### config.mk
export PLATFORM = sky130hd
export DESIGN_NAME = result_select
export DESIGN_NICKNAME = d
export VERILOG_FILES = /design/src/source/rs_pkg.sv /design/src/source/result_select.sv
export VERILOG_INCLUDE_DIRS = /design/src /design/src/source
export SDC_FILE = /design/constraint.sdc
export NUM_CORES = 1
export LEC_CHECK = 0
export BUFFER_PORTS_ARGS = -buffer_cell sky130_fd_sc_hd__buf_2
export CAP_MARGIN = 20
export CORE_AREA = 2 2 108 110
export CTS_CLUSTER_SIZE = 24
export DETAILED_ROUTE_END_ITERATION = 8
export DIE_AREA = 0 0 110 112
export GPL_TIMING_DRIVEN = 0
export PLACE_DENSITY = 0.7
export SYNTH_ARGS = -nofsm -noshare
export SYNTH_HDL_FRONTEND = slang
export SYNTH_SLANG_ARGS = --single-unit
### constraint.sdc
create_clock -name clock -period 15.6 [get_ports clock]
set_input_delay 3.12 -clock clock [delete_from_list [all_inputs] [get_ports clock]]
set_output_delay 3.12 -clock clock [all_outputs]
set_load 0.03 [all_outputs]
### src/source/rs_settings.svh
/*
 * sizing of the reservation station datapath and pools,
 * included by the package and by every module that needs a width
 */
`ifndef RS_SETTINGS_SVH
`define RS_SETTINGS_SVH

// datapath widths
`define RS_XLEN 32
`define RS_TAG_BITS 5

// pool sizes, one functional unit per slot
`define RS_NUM_ALU 4
`define RS_NUM_MULT 2

// cycles from multiplier start to done
// the stage counter assumes at least 2
`define RS_MULT_STAGES 3

`endif
### src/source/rs_pkg.sv
/*
 * shared types of the reservation station: opcodes, slot states
 * and the packed structs passed between slots, units and the selector
 */
`default_nettype none

`include "rs_settings.svh"

package rs_pkg;

    typedef enum logic [3:0] {
        OP_ADD,
        OP_SUB,
        OP_AND,
        OP_OR,
        OP_XOR,
        OP_SLT,
        OP_SLL,
        OP_SRL,
        OP_MUL
    } rs_op_e;

    typedef enum logic [1:0] {
        SLOT_IDLE,
        SLOT_WAITING,
        SLOT_EXECUTING
    } slot_state_e;

    // tag zero means the value is already valid
    typedef struct packed {
        logic                    ready;
        logic [`RS_TAG_BITS-1:0] tag;
        logic [`RS_XLEN-1:0]     value;
    } operand_t;

    typedef struct packed {
        rs_op_e                  op;
        logic [`RS_TAG_BITS-1:0] dest;
        operand_t                src1;
        operand_t                src2;
    } dispatch_t;

    typedef struct packed {
        rs_op_e                  op;
        logic [`RS_TAG_BITS-1:0] dest;
        logic [`RS_XLEN-1:0]     value1;
        logic [`RS_XLEN-1:0]     value2;
    } issue_t;

    typedef struct packed {
        logic                    valid;
        logic [`RS_TAG_BITS-1:0] tag;
        logic [`RS_XLEN-1:0]     value;
    } cdb_t;

    typedef struct packed {
        logic                    done;
        logic [`RS_TAG_BITS-1:0] tag;
        logic [`RS_XLEN-1:0]     value;
    } unit_result_t;

endpackage

`default_nettype wire

### src/source/result_select.sv
/*
 * round-robin pick of one finished unit per cycle; the grant goes back
 * to the units and slots and the granted result drives the broadcast bus
 */
`timescale 1ns/1ps
`default_nettype none

`include "rs_settings.svh"

module result_select import rs_pkg::*; #(
    parameter int NUM_UNITS = `RS_NUM_ALU + `RS_NUM_MULT
) (
    input  logic                         clock,
    input  logic                         reset,
    input  logic                         squash,
    input  unit_result_t [NUM_UNITS-1:0] results,
    output logic         [NUM_UNITS-1:0] grant,
    output cdb_t                         cdb_out
);

    localparam int IDX_W = (NUM_UNITS > 1) ? $clog2(NUM_UNITS) : 1;

    logic [NUM_UNITS-1:0] done_vec;
    logic [IDX_W-1:0]     last_q;
    logic [IDX_W-1:0]     pick;
    logic                 found;

    always_comb begin
        for (int i = 0; i < NUM_UNITS; i++) done_vec[i] = results[i].done;
    end

    // search starts at the unit after the last grant
    always_comb begin
        int idx;
        grant = '0;
        pick  = last_q;
        found = 1'b0;
        for (int i = 1; i <= NUM_UNITS; i++) begin
            idx = int'(last_q) + i;
            if (idx >= NUM_UNITS) idx = idx - NUM_UNITS;
            if (!found && done_vec[idx]) begin
                found = 1'b1;
                pick  = IDX_W'(idx);
            end
        end
        if (found) grant[pick] = 1'b1;
    end

    always_ff @(posedge clock) begin
        if (reset || squash) begin
            last_q <= IDX_W'(NUM_UNITS - 1);
        end else if (found) begin
            last_q <= pick;
        end
    end

    assign cdb_out.valid = found;
    assign cdb_out.tag   = results[pick].tag;
    assign cdb_out.value = results[pick].value;

    // a finished unit that loses the round keeps its result
    a_done_held: assert property (@(posedge clock) disable iff (reset || squash)
        (|(done_vec & ~grant)) |=> ((($past(done_vec) & ~$past(grant)) & ~done_vec) == '0));

endmodule

`default_nettype wire

==> impl_metrics.ini, run 1 <==
[placement]
hpwl_um = 13700
port_buffers = 274
gp_congestion = 0.988
pre_cts_slack_ns = 6.19
place_inst = 814

[critical_path]
path_max_fanout = 10
arrival_ns = 6.40
crit_required_ns = 12.48
startpoint_type = input pin
crit_type = input pin to primary output
end_kind = primary output

[routing]
drtPass1Iterations = 5
vias_per_cell = 5.54
antenna_left = 0
routedWlPerCell_um = 19.6
vias = 4546
totalWireLength_um = 16100
drc = 0
dr.first_iter.drc_count = 278

[synthesis]
synth.top_cell.area_share_pct = 22.5
synth_largest_area_cell = mux2i_1
ys_top_cells_by_count = 82 x mux2i_1, 47 x nand3_1, 42 x mux2_2
ys.flop_type = dfxtp_1
synthCells = 397
ys_seq_area_share_pct = 1.64
synthDistinctLibCells = 63
syn_avg_cell_area_um2 = 9.20
yosysWarnings = 0
synth_nets = 642
syn_area_um2 = 3650
synthTopCellsByArea = mux2i_1 22%, o221ai_2 15%, mux2_2 13%
async_flop_share_pct = 0
yosysMostFrequentCell = mux2i_1
synth_edf_count = 0
ys_ff_latch = 3

[global_routing]
grt_pass1_vias = 4548
grt_usage_pct = 24.3
grt_pass1_wl_um = 23500
grt_overflow_total = 0
antenna_found_initial = 4
grt_start_max_net_pins = 13

[outcome]
status = finished, final reports clean

[floorplanning]
initial_core_util_pct = 32.7
dieHeight_um = 112
core_area_um2 = 11200
fp.dieW_um = 110
num_rows = 39
ios = 275
design.die.area_um2 = 12300

[layout]
fin_util_pct = 47.3
num-fill-cells = 1114
regMostFlops = last_q
reg.largest.list = last_q (3)
area_delta_synth_final_pct = 44.8
nets = 921
largest_reg_flops = 3
layout-drive-gt1-share_pct = 59.3
stdcell_count = 821

[sta]
fin_tns_setup_ns = 0
skew_ns = 0.00262
fmax_mhz = 105
slew_headroom_pct = 55.5
tightestPinTransition_ns = 0.648
finalWorstSetupSlack_ns = 6.08
min_period_over_period_pct = 61.0
min_period_ns = 9.52
report.final.slew_viol_count = 0
setup_violations = 0
rsz0062_at_grt = false
hold_violations = 0

[cts]
cts_root_buf = clkbuf_16
post-cts-setup-buffer-count = 0
cts.path.max_buffers = 2
cts_made_buffers = 3
cts_resized = 0
hold_buffers = 0
cts_tree = built
htreeDepth = 1
clock-sinks = 3
path_clk_slew_ns = 0.03
clock_latency_ns = 0.22

[hold_path]
min_path_type = flip-flop to flip-flop

[run]
drv_cap = 0
cell type report:
class,instances,area [µm²],share of cell area [%]
clock buffer,4,78.8,1.49
buffer,36,382,7.22
sequential,3,60.1,1.14
antenna,3,7.51,0.142
tap,143,179,3.38
inverter,8,30.0,0.568
multi-input combinational,350,3180,60.1
timing repair buffer,274,1370,25.9
critical path, stage by stage:
cell and delay [ns]:
buf_2 0.11, mux2i_1 0.34, nor3_1 0.10, a31oi_1 0.33, nand4_1 0.36, nor3_1 0.41
a221o_1 0.22, a22o_2 0.22, buf_2 0.27, clkbuf_1 0.39, nand3_1 0.17, o221ai_2 0.10
buf_2 0.24
path summary, 6_finish.rpt:
| kind | to | slack (ns) | cells past startpoint | from |
|---|---|---|---|---|
| min | last_q[0] | 1.06 | 4 | last_q[0] |
| min reg2reg | last_q[0] | 1.06 | 4 | last_q[0] |
| max reg2reg | last_q[1] | 10.76 | 17 | last_q[1] |
| max | cdb_out[26] | 6.08 | 13 | results[227] |
through the flow:
step / cell area [µm²] / hold WS, ns
2_1_floorplan: 3650 / 0.887
3_3_place_gp: 5200 / 1.01
3_5_place_dp: 5200 / 1.04
4_1_cts: 5280 / 1.05
5_1_grt: 5280 / 1.13
6_report: 5290 / 1.06
routing by layer:
metal / vias up / wire [µm] / track usage [%]
li1: 2161 / - / -
met1: 2171 / 7140 / 32.8
met2: 200 / 7660 / 41.6
met3: 14 / 1100 / 3.34
met4: 0 / 157 / 3.71
met5: - / 0 / 0
logic make-up after synthesis:
group                    Yosys count  share of synthesized area (%)
AO/OA/AOI/OAI                     96                           27.6
buffers and inverters             44                           11.3
multiplexers                     127                           37.1
AND/OR/NAND/NOR                  107                           16.1
adder cells (fa/ha/maj)           14                           4.80
flip-flops                         3                           1.64
XOR/XNOR                           6                           1.44
layout by cell type (no fill, tap or decap), types with 4 or more instances in the layout:
| master | netlist | layout |
|---|---|---|
| clkbuf_1 | 5 | 6 |
| buf_2 | 10 | 284 |
| inv_1 | 7 | 7 |
| o22ai_1 | 4 | 4 |
| mux2_2 | 42 | 42 |
| ha_1 | 14 | 14 |
| nor2_1 | 12 | 12 |
| o21ai_0 | 5 | 5 |
| or3_1 | 4 | 4 |
| buf_6 | 8 | 8 |
| nor3_1 | 10 | 10 |
| a21o_1 | 6 | 6 |
| xnor2_1 | 6 | 6 |
| nand3_1 | 47 | 47 |
| nand2_1 | 9 | 9 |
| o221ai_2 | 37 | 37 |
| buf_12 | 10 | 10 |
| a31oi_1 | 6 | 6 |
| a21oi_1 | 11 | 11 |
| mux2i_1 | 82 | 82 |
Power of run 1 is not shown: default switching activity piles up to over one toggle a cycle in this logic, so the estimate is an artifact.
==> run 2: changes to the inputs <==
--- a/config.mk
+++ b/config.mk
@@ -8,12 +8,12 @@
 export LEC_CHECK = 0
 export BUFFER_PORTS_ARGS = -buffer_cell sky130_fd_sc_hd__buf_2
 export CAP_MARGIN = 20
-export CORE_AREA = 2 2 108 110
+export CORE_AREA = 2 2 105 107
 export CTS_CLUSTER_SIZE = 24
 export DETAILED_ROUTE_END_ITERATION = 8
-export DIE_AREA = 0 0 110 112
+export DIE_AREA = 0 0 107 109
 export GPL_TIMING_DRIVEN = 0
-export PLACE_DENSITY = 0.7
+export PLACE_DENSITY = 0.73
 export SYNTH_ARGS = -nofsm -noshare
 export SYNTH_HDL_FRONTEND = slang
 export SYNTH_SLANG_ARGS = --single-unit
==> constraint.sdc (replaced) <==
create_clock -name clock -period 9.9 [get_ports clock]
set_input_delay 1.98 -clock clock [delete_from_list [all_inputs] [get_ports clock]]
set_output_delay 1.98 -clock clock [all_outputs]
set_load 0.03 [all_outputs]
==> run 2 against run 1 <==
  * Sequential share of layout area about the same
  * Core utilization is 2.2 points higher
  * Non-clock buffer count unchanged
==> impl_metrics.ini, run 2 (synthesis results as in run 1) <==
[global_routing]
grt_pass1_vias = 4275
grt_start_max_net_pins = 13
grt_usage_pct = 24.3
grt_overflow_total = 0
grt_pass1_wl_um = 22300
antenna_found_initial = 6

[layout]
mostFrequentLayoutCell = buf_2
layout-drive-gt1-share_pct = 59.3
area_delta_synth_final_pct = 43.9
nets = 921
reg.largest.list = last_q (3)
stdcell_count = 819
fin_util_pct = 49.6
num-fill-cells = 1015
largest_reg_flops = 3
regMostFlops = last_q
final_cell_mix = 284 x buf_2, 82 x mux2i_1, 47 x nand3_1, 42 x mux2_2, 37 x o221ai_2

[sta]
hold_violations = 0
tightestPinTransition_ns = 0.514
report.final.slew_viol_count = 0
min_period_ns = 7.49
skew_ns = 0.000137
min_period_over_period_pct = 75.7
fin_tns_setup_ns = 0
setup_violations = 0
slew_headroom_pct = 64.8
rsz0062_at_grt = false
fmax_mhz = 133

[floorplanning]
core_area_um2 = 10600
dieHeight_um = 109
design.die.area_um2 = 11700
fp.dieW_um = 107
num_rows = 38
initial_core_util_pct = 34.4
ios = 275

[cts]
cts_tree = built
cts_made_buffers = 3
path_clk_slew_ns = 0.03
cts.path.max_buffers = 2
clock-sinks = 3
htreeDepth = 1
hold_buffers = 0
clock_latency_ns = 0.22
cts_root_buf = clkbuf_8
cts_resized = 0
post-cts-setup-buffer-count = 0

[placement]
gp_congestion = 0.875
place_inst = 811
port_buffers = 274
hpwl_um = 13400

[critical_path]
r2r_start = last_q[1]
crit_required_ns = 7.92
path_max_fanout = 12
startpoint = last_q[1]
arrival_ns = 5.51
reg2regPathDepth = 17
r2r-end = last_q[1]
end_kind = primary output
crit_type = flip-flop to primary output
startpoint_type = flip-flop
rrSetupSlack_ns = 5.20

[hold_path]
worst_hold_startpoint = last_q[0]
min_path_type = flip-flop to flip-flop
hold_path_depth = 4
hold_path_end = last_q[0]

[routing]
routedWlPerCell_um = 19.0
drc = 0
drtPass1Iterations = 5
vias_per_cell = 5.49
totalWireLength_um = 15600
antenna_left = 0
vias = 4500
dr.first_iter.drc_count = 276

[outcome]
status = finished, final reports clean

[run]
drv_cap = 0
-- run 2: changes by cell type in the layout (fill, tap and decap cells not counted), sizes merged --
cell | previous run | this run
diode | 3 | 4
-- run 2: worst max path at each step --
stage,end,slack [ns],cells after the start
floorplan,grant[0],3.30,10
global placement,cdb_out[26],2.69,13
detailed placement,cdb_out[26],2.70,18
CTS,cdb_out[26],2.42,18
global route,cdb_out[26],1.87,18
finish,cdb_out[26],2.41,18
-- run 2: area by class of cell --
class	instances	area, µm²	share of cell area (%)
multi-input combinational	350	3180	60.5
timing repair buffer	274	1370	26.1
buffer	36	382	7.26
tap	140	175	3.33
sequential	3	60.1	1.14
clock buffer	4	45.0	0.857
inverter	8	30.0	0.572
antenna	4	10.0	0.191
-- run 2: metrics by stage --
step	setup WS [ns]	hold slack [ns]	area, µm²
floorplan	3.30	0.887	3650
global placement	2.69	1.03	5200
detailed placement	2.70	1.02	5200
CTS	2.42	1.04	5240
global route	1.87	1.10	5250
finish	2.41	1.03	5250
-- run 2: per-layer routing --
layer	global-route usage (%)	vias up	part of all wire [%]
li1	-	2159	-
met1	31.2	2124	42
met2	41.4	175	48
met3	5.68	36	7.2
met4	5.57	6	1.8
met5	0	-	0.30
-- run 2: critical path, stage by stage, from the launching register on --
cell and delay, ns:
dfxtp_1 0.43, clkbuf_1 0.37, inv_1 0.31, ha_1 0.42, buf_2 0.24, clkinv_1 0.25
ha_1 0.30, a2111oi_2 0.43, o22ai_1 0.21, a21o_1 0.23, and3_1 0.18, nor3_1 0.29
a221o_1 0.22, a22o_2 0.20, buf_2 0.27, clkbuf_1 0.39, nand3_1 0.20, o221ai_2 0.10
buf_2 0.23
Power of run 2 is left out for the same reason.
==> run 3: changes to the inputs <==
--- a/config.mk
+++ b/config.mk
@@ -6,6 +6,7 @@
 export SDC_FILE = /design/constraint.sdc
 export NUM_CORES = 1
 export LEC_CHECK = 0
+export ABC_AREA = 1
 export BUFFER_PORTS_ARGS = -buffer_cell sky130_fd_sc_hd__buf_2
 export CAP_MARGIN = 20
 export CORE_AREA = 2 2 105 107
@@ -13,7 +14,7 @@
 export DETAILED_ROUTE_END_ITERATION = 8
 export DIE_AREA = 0 0 107 109
 export GPL_TIMING_DRIVEN = 0
-export PLACE_DENSITY = 0.73
+export PLACE_DENSITY = 0.78
 export SYNTH_ARGS = -nofsm -noshare
 export SYNTH_HDL_FRONTEND = slang
 export SYNTH_SLANG_ARGS = --single-unit
==> constraint.sdc (replaced) <==
create_clock -name clock -period 6.5 [get_ports clock]
set_input_delay 1.3 -clock clock [delete_from_list [all_inputs] [get_ports clock]]
set_output_delay 1.3 -clock clock [all_outputs]
set_load 0.03 [all_outputs]
==> run 3 against run 2 <==
  * First-iteration DRC count increased to 2.6 times the previous value
  * Register-to-register slack got worse by 2.3 ns
  * Setup slack got worse by 1.5 ns
  * Via count up 43%
  * Critical endpoint is now cdb_out[33]
==> impl_metrics.ini, run 3 <==
[synthesis]
synthCells = 783
synthXorXnorAreaFrac_pct = 0.229
synth_top_family_by_area = simple AND/OR/NAND/NOR gates
synthDistinctLibCells = 32
synth-simple-area-share_pct = 76.0
synthAdderAreaFrac_pct = 4.58
synth.area.mux_share_pct = 0
ys_ff_latch = 3
synth_compound_area_share_pct = 3.24
synth_largest_area_cell = nand3_1
syn_area_um2 = 3820
yosysMostFrequentCell = nand2_1
ys_seq_area_share_pct = 1.57
yosysWarnings = 0
ys_top_cells_by_count = 307 x nand2_1, 291 x nand3_1, 32 x buf_2, 32 x inv_1, 20 x buf_4
synth.top_cell.area_share_pct = 38.1
synth_nets = 1028
syn_avg_cell_area_um2 = 4.88
synthTopCellsByArea = nand3_1 38%, nand2_1 30%, ha_1 4.6%
synth_edf_count = 0
ys.flop_type = dfxtp_1
async_flop_share_pct = 0

[sta]
tightestPinTransition_ns = 0.649
report.final.slew_viol_count = 0
min_period_ns = 5.59
hold_violations = 0
min_period_over_period_pct = 85.9
slew_headroom_pct = 56.7
skew_ns = 0.000272
rsz0062_at_grt = false
fin_tns_setup_ns = 0
fmax_mhz = 179
setup_violations = 0

[cts]
cts.path.max_buffers = 2
cts_tree = built
post-cts-setup-buffer-count = 0
htreeDepth = 1
path_clk_slew_ns = 0.03
clock_latency_ns = 0.22
cts_resized = 0
cts_root_buf = clkbuf_8
clock-sinks = 3
cts_made_buffers = 3
hold_buffers = 0

[routing]
drc = 0
totalWireLength_um = 19000
drtPass1Iterations = 6
routedWlPerCell_um = 15.8
vias = 6427
vias_per_cell = 5.33
dr.first_iter.drc_count = 729
antenna_left = 0

[layout]
layout-drive-gt1-share_pct = 35.0
num-fill-cells = 1240
mostFrequentLayoutCell = nand2_1
regMostFlops = last_q
largest_reg_flops = 3
reg.largest.list = last_q (3)
final_cell_mix = 307 x nand2_1, 306 x buf_2, 291 x nand3_1, 32 x inv_1, 20 x buf_4
area_delta_synth_final_pct = 41.9
nets = 1307

[floorplanning]
initial_core_util_pct = 36.1
core_area_um2 = 10600
fp.dieW_um = 107
ios = 275
design.die.area_um2 = 11700
dieHeight_um = 109
num_rows = 38

[critical_path]
cpMostUsedCell = nand2_1
path_max_fanout = 10
critical-path-max-stage-delay_ns = 0.53
end_kind = primary output
cp_cell_sequence = inv_2 -> ha_1 -> inv_1 -> ha_1 -> nor2_1 -> nand2_1 -> inv_2 -> nand2_1 -> nand2_1 -> inv_1 -> nand3_1 -> nand2_2 -> nor2_4 -> nand4_2 -> nand2_2 -> clkbuf_1 -> nand2_1 -> nand2_1 -> nand3_1 -> nand3_1 -> buf_2
crit_type = flip-flop to primary output
critical-path-top-delay-family = simple AND/OR/NAND/NOR gates
arrival_ns = 4.29
cp_num_buf_inv = 6
startpoint_type = flip-flop
crit_required_ns = 5.20
critPathSlowestCell = dfxtp_1

[placement]
gp_congestion = 1.04
hpwl_um = 15700
port_buffers = 274

[global_routing]
grt_pass1_vias = 5657
grt_usage_pct = 29.9
grt_overflow_total = 0
antenna_found_initial = 8
grt_pass1_wl_um = 27700
grt_start_max_net_pins = 11

[run]
drv_cap = 0

[outcome]
status = finished, final reports clean

[hold_path]
min_path_type = input pin to flip-flop
## run 3: changes by cell type after synthesis, moves of 25 or more
| cell | change |
|---|---|
| mux2_2 | -42 |
| nand3_1 | +244 |
| mux2i_1 | -82 |
| nand2_1 | +298 |
| o221ai_2 | -37 |
| inv_1 | +25 |
## run 3: layout make-up
| type | count | area [µm²] | area share, % |
|---|---|---|---|
| clock buffers | 4 | 45.0 | 0.830 |
| flip-flops and latches | 3 | 60.1 | 1.11 |
| repair buffers | 274 | 1370 | 25.3 |
| inverters | 42 | 158 | 2.91 |
| diodes | 4 | 10.0 | 0.185 |
| multi-input cells | 675 | 3210 | 59.2 |
| plain buffers | 63 | 393 | 7.24 |
| well taps | 140 | 175 | 3.23 |
## run 3: routing by layer
layer	routed length, µm	global-route usage (%)	share of wire [%]	up-vias
li1	-	-	-	3163
met1	7550	37.5	40	2775
met2	8620	51.2	45	413
met3	2200	7.47	12	70
met4	556	7.98	2.9	6
met5	46	0	0.24	-
## run 3: through the flow
stage / setup WS, ns / cell area (µm²) / std cells / util, % / hold slack [ns]
after floorplan: 1.97 / 3820 / 783 / - / 1.12
after global placement: 1.21 / 5370 / 1197 / 50.6 / 1.29
after detailed placement: 1.18 / 5370 / 1197 / 50.6 / 1.32
after CTS: 0.950 / 5410 / 1201 / 51.1 / 1.26
after global routing: 0.498 / 5420 / 1203 / 51.1 / 1.27
final: 0.914 / 5420 / 1205 / 51.2 / 1.26
## run 3: path summary, 6_finish.rpt
path,cells past startpoint,to,slack (ns),start
worst min register to register,7,last_q[1],1.33,last_q[1]
worst max-delay path,21,cdb_out[33],0.91,last_q[1]
worst min-delay path,2,last_q[1],1.26,squash
worst max register to register,20,last_q[2],2.93,last_q[1]
## run 3: cell families (layout without fill, tap and decap cells)
group	Yosys count	after routing
buffers and inverters	105	383
other	0	4
adder cells (fa/ha/maj)	14	14
AND/OR/NAND/NOR	642	642
XOR/XNOR	1	1
AO/OA/AOI/OAI	18	18
flip-flops	3	3
## run 3: worst register-to-register path: cells and delay by family, from the launching register on
| family | cells | cell delay, ns |
|---|---|---|
| AOI/OAI and AO/OA | 1 | 0.20 |
| buffers and inverters | 7 | 0.90 |
| and+or+nand+nor | 10 | 1.11 |
| DFF | 1 | 0.53 |
| adders and majority gates | 2 | 0.70 |
Power of run 3 is left out for the same reason.
